$ cat src/rtl/checker_pkg.sv
package checker_pkg;

    // ################################################
    // Widths and types
    // ################################################

    localparam int data_bytes = 4;                  // Bytes per stream beat

    typedef logic [data_bytes*8-1:0] data_word_t;   // Stream beat or register word
    typedef logic [31:0]             count_t;       // Error count or packet size
    typedef logic [5:0]              lite_addr_t;   // AXI-Lite byte address
    typedef logic [19:0]             full_addr_t;   // AXI4 write address
    typedef logic [7:0]              burst_len_t;   // AXI len field
    typedef logic [2:0]              reg_index_t;   // Lite address bits 4:2
    typedef logic [1:0]              resp_t;

    // ################################################
    // Response codes and register map
    // ################################################

    localparam resp_t resp_okay   = 2'd0;
    localparam resp_t resp_slverr = 2'd2;

    localparam reg_index_t reg_ctrl          = 3'd0;
    localparam reg_index_t reg_enable        = 3'd1;
    localparam reg_index_t reg_packet_size   = 3'd2;
    localparam reg_index_t reg_data_errors   = 3'd3;  // Read only
    localparam reg_index_t reg_packet_errors = 3'd4;  // Read only
    localparam reg_index_t reg_info          = 3'd5;  // Read only
    localparam reg_index_t reg_count         = 3'd6;

    // Reset values of the writable registers
    localparam data_word_t ctrl_reset_value    = 32'h0000_0001;  // Checker held in soft reset
    localparam data_word_t enable_reset_value  = 32'h0000_0000;
    localparam count_t     default_packet_size = 32'd16;         // Beats per burst

    // ################################################
    // Burst sink states
    // ################################################

    typedef enum logic [1:0] {
        idle,   // Waiting for an address
        data,   // Taking beats up to wlast
        resp    // Write response pending
    } burst_state_t;

endpackage

$ cat src/rtl/axi_checker_top.sv
module axi_checker_top (
    input  logic                    aclk,
    input  logic                    aresetn,
    // AXI-Lite register access
    input  checker_pkg::lite_addr_t awaddr,
    input  logic                    awvalid,
    output logic                    awready,
    input  checker_pkg::data_word_t wdata,
    input  logic [3:0]              wstrb,      // Full word writes only
    input  logic                    wvalid,
    output logic                    wready,
    output checker_pkg::resp_t      bresp,
    output logic                    bvalid,
    input  logic                    bready,
    input  checker_pkg::lite_addr_t araddr,
    input  logic                    arvalid,
    output logic                    arready,
    output checker_pkg::data_word_t rdata,
    output checker_pkg::resp_t      rresp,
    output logic                    rvalid,
    input  logic                    rready,
    // AXI4 write stream under test
    input  checker_pkg::full_addr_t s_axi_awaddr,
    input  checker_pkg::burst_len_t s_axi_awlen,
    input  logic                    s_axi_awvalid,
    output logic                    s_axi_awready,
    input  checker_pkg::data_word_t s_axi_wdata,
    input  logic                    s_axi_wlast,
    input  logic                    s_axi_wvalid,
    output logic                    s_axi_wready,
    output checker_pkg::resp_t      s_axi_bresp,
    output logic                    s_axi_bvalid,
    input  logic                    s_axi_bready
);

    checker_pkg::data_word_t beat_data;
    logic                    beat_valid;
    logic                    beat_last;
    logic                    checker_ready;
    logic                    soft_reset;
    logic                    enable;
    checker_pkg::count_t     packet_size;
    checker_pkg::count_t     data_errors;
    checker_pkg::count_t     packet_errors;

    burst_sink u_burst_sink (
        .aclk          (aclk),
        .aresetn       (aresetn),
        .s_axi_awaddr  (s_axi_awaddr),
        .s_axi_awlen   (s_axi_awlen),
        .s_axi_awvalid (s_axi_awvalid),
        .s_axi_awready (s_axi_awready),
        .s_axi_wdata   (s_axi_wdata),
        .s_axi_wlast   (s_axi_wlast),
        .s_axi_wvalid  (s_axi_wvalid),
        .s_axi_wready  (s_axi_wready),
        .s_axi_bresp   (s_axi_bresp),
        .s_axi_bvalid  (s_axi_bvalid),
        .s_axi_bready  (s_axi_bready),
        .checker_ready (checker_ready),
        .beat_data     (beat_data),
        .beat_valid    (beat_valid),
        .beat_last     (beat_last)
    );

    sequence_checker u_sequence_checker (
        .aclk          (aclk),
        .aresetn       (aresetn),
        .soft_reset    (soft_reset),
        .enable        (enable),
        .packet_size   (packet_size),
        .beat_data     (beat_data),
        .beat_valid    (beat_valid),
        .beat_last     (beat_last),
        .checker_ready (checker_ready),
        .data_errors   (data_errors),
        .packet_errors (packet_errors)
    );

    control_regs u_control_regs (
        .aclk          (aclk),
        .aresetn       (aresetn),
        .awaddr        (awaddr),
        .awvalid       (awvalid),
        .awready       (awready),
        .wdata         (wdata),
        .wvalid        (wvalid),
        .wready        (wready),
        .bresp         (bresp),
        .bvalid        (bvalid),
        .bready        (bready),
        .araddr        (araddr),
        .arvalid       (arvalid),
        .arready       (arready),
        .rdata         (rdata),
        .rresp         (rresp),
        .rvalid        (rvalid),
        .rready        (rready),
        .data_errors   (data_errors),
        .packet_errors (packet_errors),
        .soft_reset    (soft_reset),
        .enable        (enable),
        .packet_size   (packet_size)
    );

endmodule

$ cat src/rtl/burst_sink.sv
module burst_sink (
    input  logic                    aclk,
    input  logic                    aresetn,
    // AXI4 write slave
    input  checker_pkg::full_addr_t s_axi_awaddr,
    input  checker_pkg::burst_len_t s_axi_awlen,
    input  logic                    s_axi_awvalid,
    output logic                    s_axi_awready,
    input  checker_pkg::data_word_t s_axi_wdata,
    input  logic                    s_axi_wlast,
    input  logic                    s_axi_wvalid,
    output logic                    s_axi_wready,
    output checker_pkg::resp_t      s_axi_bresp,
    output logic                    s_axi_bvalid,
    input  logic                    s_axi_bready,
    // Beats towards the checker
    input  logic                    checker_ready,
    output checker_pkg::data_word_t beat_data,
    output logic                    beat_valid,
    output logic                    beat_last
);

    checker_pkg::burst_state_t state;

    logic aw_fire;
    logic w_fire;

    // Address and length are taken with the handshake but not interpreted,
    // the burst ends on wlast alone
    assign aw_fire = s_axi_awvalid && s_axi_awready;
    assign w_fire  = s_axi_wvalid && s_axi_wready;

    assign s_axi_wready = (state == checker_pkg::data) && checker_ready;
    assign s_axi_bvalid = (state == checker_pkg::resp);
    assign s_axi_bresp  = checker_pkg::resp_okay;

    assign beat_data  = s_axi_wdata;
    assign beat_valid = w_fire;
    assign beat_last  = s_axi_wlast;

    always_ff @(posedge aclk) begin
        if (!aresetn) begin
            state         <= checker_pkg::idle;
            s_axi_awready <= 1'b0;
        end else begin
            s_axi_awready <= 1'b0;  // Single cycle pulse
            case (state)
                checker_pkg::idle: begin
                    if (aw_fire) begin
                        state <= checker_pkg::data;
                    end else if (s_axi_awvalid && !s_axi_awready && checker_ready) begin
                        s_axi_awready <= 1'b1;
                    end
                end
                checker_pkg::data: begin
                    if (w_fire && s_axi_wlast) begin
                        state <= checker_pkg::resp;
                    end
                end
                checker_pkg::resp: begin
                    if (s_axi_bready) begin
                        state <= checker_pkg::idle;
                    end
                end
                default: state <= checker_pkg::idle;
            endcase
        end
    end

endmodule

$ cat src/rtl/control_regs.sv
module control_regs (
    input  logic                    aclk,
    input  logic                    aresetn,
    // AXI-Lite slave
    input  checker_pkg::lite_addr_t awaddr,
    input  logic                    awvalid,
    output logic                    awready,
    input  checker_pkg::data_word_t wdata,
    input  logic                    wvalid,
    output logic                    wready,
    output checker_pkg::resp_t      bresp,
    output logic                    bvalid,
    input  logic                    bready,
    input  checker_pkg::lite_addr_t araddr,
    input  logic                    arvalid,
    output logic                    arready,
    output checker_pkg::data_word_t rdata,
    output checker_pkg::resp_t      rresp,
    output logic                    rvalid,
    input  logic                    rready,
    // Checker status and control
    input  checker_pkg::count_t     data_errors,
    input  checker_pkg::count_t     packet_errors,
    output logic                    soft_reset,
    output logic                    enable,
    output checker_pkg::count_t     packet_size
);

    checker_pkg::data_word_t ctrl_reg;
    checker_pkg::data_word_t enable_reg;
    checker_pkg::data_word_t read_word;
    checker_pkg::reg_index_t wr_index;
    checker_pkg::reg_index_t rd_index;

    logic write_accept;  // Drives awready and wready together
    logic write_fire;
    logic read_fire;

    assign wr_index   = awaddr[4:2];
    assign rd_index   = araddr[4:2];
    assign awready    = write_accept;
    assign wready     = write_accept;
    assign write_fire = write_accept && awvalid && wvalid;
    assign read_fire  = arready && arvalid;

    assign soft_reset = ctrl_reg[0];
    assign enable     = enable_reg[0];

    // ################################################
    // Write channel
    // ################################################

    always_ff @(posedge aclk) begin
        if (!aresetn) begin
            write_accept <= 1'b0;
            bvalid       <= 1'b0;
        end else begin
            write_accept <= !write_accept && awvalid && wvalid && !bvalid;
            if (write_fire) begin
                bvalid <= 1'b1;
            end else if (bready) begin
                bvalid <= 1'b0;
            end
        end
    end

    always_ff @(posedge aclk) begin
        if (!aresetn) begin
            ctrl_reg    <= checker_pkg::ctrl_reset_value;
            enable_reg  <= checker_pkg::enable_reset_value;
            packet_size <= checker_pkg::default_packet_size;
        end else if (write_fire) begin
            case (wr_index)
                checker_pkg::reg_ctrl:        ctrl_reg    <= wdata;
                checker_pkg::reg_enable:      enable_reg  <= wdata;
                checker_pkg::reg_packet_size: packet_size <= wdata;
                default: ;  // Status words ignore writes
            endcase
        end
    end

    always_ff @(posedge aclk) begin
        if (write_fire) begin
            bresp <= (wr_index >= checker_pkg::reg_count) ? checker_pkg::resp_slverr
                                                          : checker_pkg::resp_okay;
        end
    end

    // ################################################
    // Read channel
    // ################################################

    always_comb begin
        case (rd_index)
            checker_pkg::reg_ctrl:          read_word = ctrl_reg;
            checker_pkg::reg_enable:        read_word = enable_reg;
            checker_pkg::reg_packet_size:   read_word = packet_size;
            checker_pkg::reg_data_errors:   read_word = data_errors;    // Live counter
            checker_pkg::reg_packet_errors: read_word = packet_errors;
            checker_pkg::reg_info:          read_word = checker_pkg::data_word_t'(checker_pkg::data_bytes);
            default:                        read_word = '0;
        endcase
    end

    always_ff @(posedge aclk) begin
        if (!aresetn) begin
            arready <= 1'b0;
            rvalid  <= 1'b0;
        end else begin
            arready <= !arready && arvalid && !rvalid;
            if (read_fire) begin
                rvalid <= 1'b1;
            end else if (rready) begin
                rvalid <= 1'b0;
            end
        end
    end

    always_ff @(posedge aclk) begin
        if (read_fire) begin
            rdata <= read_word;
            rresp <= (rd_index >= checker_pkg::reg_count) ? checker_pkg::resp_slverr
                                                          : checker_pkg::resp_okay;
        end
    end

endmodule

$ cat src/rtl/sequence_checker.sv
module sequence_checker (
    input  logic                    aclk,
    input  logic                    aresetn,
    // Control from the register bank
    input  logic                    soft_reset,
    input  logic                    enable,
    input  checker_pkg::count_t     packet_size,
    // Beats from the burst sink
    input  checker_pkg::data_word_t beat_data,
    input  logic                    beat_valid,
    input  logic                    beat_last,
    output logic                    checker_ready,
    // Status back to the register bank
    output checker_pkg::count_t     data_errors,
    output checker_pkg::count_t     packet_errors
);

    checker_pkg::data_word_t expected_word;
    checker_pkg::count_t     beat_count;    // Beats already taken in this burst
    checker_pkg::count_t     burst_beats;   // Including the current beat

    logic clear;

    assign clear         = !aresetn || soft_reset;
    assign checker_ready = enable && !soft_reset;
    assign burst_beats   = beat_count + 32'd1;

    // ################################################
    // Expected word
    // ################################################

    // Advances by one per beat whatever arrived, so a single bad word
    // leaves the following beats in step
    always_ff @(posedge aclk) begin
        if (clear) begin
            expected_word <= '0;
        end else if (beat_valid) begin
            expected_word <= expected_word + 32'd1;
        end
    end

    always_ff @(posedge aclk) begin
        if (clear) begin
            data_errors <= '0;
        end else if (beat_valid && (beat_data != expected_word)) begin
            data_errors <= data_errors + 32'd1;
        end
    end

    // ################################################
    // Burst length
    // ################################################

    always_ff @(posedge aclk) begin
        if (clear) begin
            beat_count <= '0;
        end else if (beat_valid) begin
            if (beat_last) begin
                beat_count <= '0;   // Next burst starts fresh
            end else begin
                beat_count <= burst_beats;
            end
        end
    end

    always_ff @(posedge aclk) begin
        if (clear) begin
            packet_errors <= '0;
        end else if (beat_valid && beat_last && (burst_beats != packet_size)) begin
            packet_errors <= packet_errors + 32'd1;
        end
    end

endmodule

$ cat config.mk
export PLATFORM = sky130hd
export DESIGN_NAME = axi_checker_top
export DESIGN_NICKNAME = d
export VERILOG_FILES = /design/src/rtl/checker_pkg.sv /design/src/rtl/axi_checker_top.sv /design/src/rtl/burst_sink.sv /design/src/rtl/control_regs.sv /design/src/rtl/sequence_checker.sv
export SDC_FILE = /design/constraint.sdc
export NUM_CORES = 1
export LEC_CHECK = 0
export CAP_MARGIN = 20
export CORE_ASPECT_RATIO = 1.5
export CORE_MARGIN = 1.5
export CORE_UTILIZATION = 44
export CTS_CLUSTER_SIZE = 24
export DETAILED_ROUTE_END_ITERATION = 6
export DONT_BUFFER_PORTS = 1
export HOLD_SLACK_MARGIN = 0.08
export PLACE_DENSITY = 0.56
export SLEW_MARGIN = 10
export SYNTH_ARGS = -nofsm -noshare
export SYNTH_HDL_FRONTEND = slang
export SYNTH_HIERARCHICAL = 1
export SYNTH_SLANG_ARGS = --single-unit
$ cat constraint.sdc
create_clock -name aclk -period 8.9 [get_ports aclk]
set_input_delay 1.78 -clock aclk [delete_from_list [all_inputs] [get_ports aclk]]
set_output_delay 1.78 -clock aclk [all_outputs]
set_load 0.02 [all_outputs]
==> results.toml <==
[yosys]
yosys.area.top_type = "dfxtp_1"
synth_top_area_share_pct = 33.0
yosys.area_share.simple_pct = 23.0
synth_cells = 1592
syn_area_mm2 = 0.0140
synth_area_leaders = "dfxtp_1 33%, mux2i_1 9.5%, edfxtp_1 7.3%"
ys_top_cells_by_count = "231 x dfxtp_1, 211 x nand2_1, 133 x mux2i_1"
synth.ff_latch_count = 265
ys_seq_area_share_pct = 40.2
synth_cell_types = 73
synth.avg_cell_area_um2 = 8.81
synth_xor_area_share_pct = 8.18
ys_warn_count = 6
synthAdderAreaFrac_pct = 0.428
ys.flop_type = "dfxtp_1"
synth.mux.area_fraction_pct = 9.57
synth_edf_count = 34
synth_async_sr_flop_share_pct = 0
synth.most_common_cell = "dfxtp_1"
synth_top_family_by_area = "simple AND/OR/NAND/NOR gates"
synth_compound_area_share_pct = 12.1

[global_route]
groute.usage.overall_pct = 22.9
antenna_found_initial = 0
grt_max_degree = 140
grt_overflow = 0
grt_pass1_wl_um = 59900
grt_pass1_vias = 10700

[die]
start_util_pct = 44.9
die_w_um = 149
rows = 79
die_y_um = 222
num_io_pins = 165
dieArea_mm2 = 0.0330
core_area_mm2 = 0.0312

[clock_tree]
clockRootBuffer = "clkbuf_16"
cts_hold_buf = 0
cts_sinks = 265
ctsLongestPathBuffers = 3
clock_latency_ns = 0.56
cts-buffers-inserted = 28
cts_setup_buffers = 0
htreeDepth = 1
cts_tree = "yes"
clkTransAtPathRegs_ns = 0.06
cts_resized = 0

[place]
place.gp.congestion = 0.880
io_buffers = 0
placed_cells = 1853
dp_hpwl_um = 25400

[detailed_routing]
drtIter0Drc = 893
drcViolationCount = 0
ant_nets = 0
vias = 11300
firstDrtPassIters = 5
via_per_inst = 5.90
wl_per_cell_um = 20.2
wirelength_um = 38500

[cells_and_area]
final.fill_count = 3035
num_antenna_cells = 0
fin_nets = 1602
drive_gt1_share_pct = 4.80
area_growth_pct = 5.14
stdcell_count = 1906

[setup_path]
crit_type = "input pin to flop"
endpoint_kind = "flop"
cp.arrival_ns = 4.92
startpoint_type = "input pin"
crit_fanout = 36
crit_required_ns = 9.39

[timing]
maxSlewHeadroom_pct = 35.7
fin_crit_ns = 4.44
rsz0062_at_grt = "no"
finalSetupViolations = 0
tightest_slew_ns = 0.962
timing.final.hold_violations = 0
clock.fmax_mhz = 225
drv_slew = 0
finClkSkew_ns = 0.00951
timing.final.crit_share_pct = 49.8
holdWs_ns = 0.458
fin_setup_tns_ns = 0

[pwr]
clock_power_share_pct = 49.7
internal_power_uw = 1980
comb_power_share_pct = 1.7
p_leak_uw = 0.00488
powerDensity_mw_per_mm2 = 170
p_switching_uw = 527
peakVddDrop_uv = 147
p_seq_share_pct = 48.6
switching_share_pct = 21.0

[flow_run]
cap_violations = 0

[worst_hold_path]
hold_path.class = "flop to flop"

[run_status]
status = "complete, no violations"
## per-layer routing
layer	share of wire [%]	up-vias	GRT usage [%]
met4	2.5	0	6.99
met1	44	5482	29.9
met2	49	274	39.4
met3	3.9	65	2.26
li1	-	5431	-
met5	0	-	0
## final cells by class
cell class,instances,area (um2),share of cell area (%)
Sequential cell,265,5650,38.3
Clock inverter,13,196,1.33
Tap cell,405,507,3.43
Inverter,11,41.3,0.280
Clock buffer,39,773,5.24
Multi-Input combinational cell,1165,7510,50.9
Timing Repair Buffer,8,80.1,0.543
## power by group through the flow
stage | sequential (uW) | combinational (uW) | clock (uW)
finish | 1220 | 42.3 | 1250
global route | 1220 | 45.2 | 1320
CTS | 1220 | 42.3 | 1280
detailed placement | 1240 | 42.2 | 0
global placement | 1240 | 41.9 | 0
floorplan | 1240 | 65.8 | 0
## critical path, cell delays in order
cell and delay, ns:
and4b_1 0.20, buf_4 0.38, clkinv_1 0.36, nor2_1 0.30, and3_1 0.26, and3_1 0.21
nand4_1 0.30, or4_1 0.58, or4_1 0.40, a21oi_1 0.14
## worst paths after layout
check | from | end | slack (ns) | cells after the start
hold / removal | u_control_regs/enable_reg[12] | u_control_regs/enable_reg[12] | 0.46 | 2
hold reg to reg | u_control_regs/enable_reg[12] | u_control_regs/enable_reg[12] | 0.46 | 2
setup / recovery | s_axi_wvalid | u_sequence_checker/packet_errors[31] | 4.46 | 10
setup reg to reg | u_control_regs/enable_reg[0] | u_sequence_checker/packet_errors[31] | 4.89 | 11
## cells by family (layout without fill, tap and decap cells)
family / Yosys count / after routing
flip-flops: 265 / 265
multiplexers: 134 / 134
AND/OR/NAND/NOR: 624 / 624
buffers and inverters: 164 / 71
AO/OA/AOI/OAI: 267 / 267
other: 2 / 4
adder cells (fa/ha/maj): 5 / 5
XOR/XNOR: 131 / 131
## placed cells by master (no fill, tap or decap), types with 19 or more instances in the layout
cell         n
a21oi_1     76
nand4_1     46
clkbuf_16   29
edfxtp_1    34
o21a_1      35
xor2_1      87
o21ai_0     35
nor2_1     106
mux2i_1    133
nand3_1     70
o22ai_1     31
o31ai_1     30
dfxtp_1    231
and3_1      27
a22oi_1     32
xnor2_1     44
nor3_1      19
nand2_1    211
or4_1       33
## stage by stage
step           cell area [um2]  worst slack, ns  total power, uW  utilization (%)
6_report                 14800             4.46             2510             47.2
5_1_grt                  14800             4.33             2590             47.2
4_1_cts                  14700             4.49             2540             47.2
3_5_place_dp             13800             3.93             1290             44.0
3_3_place_gp             13800             3.95             1290             44.0
2_1_floorplan            14000             4.79             1310                -
(Power assumes the default switching activity.)
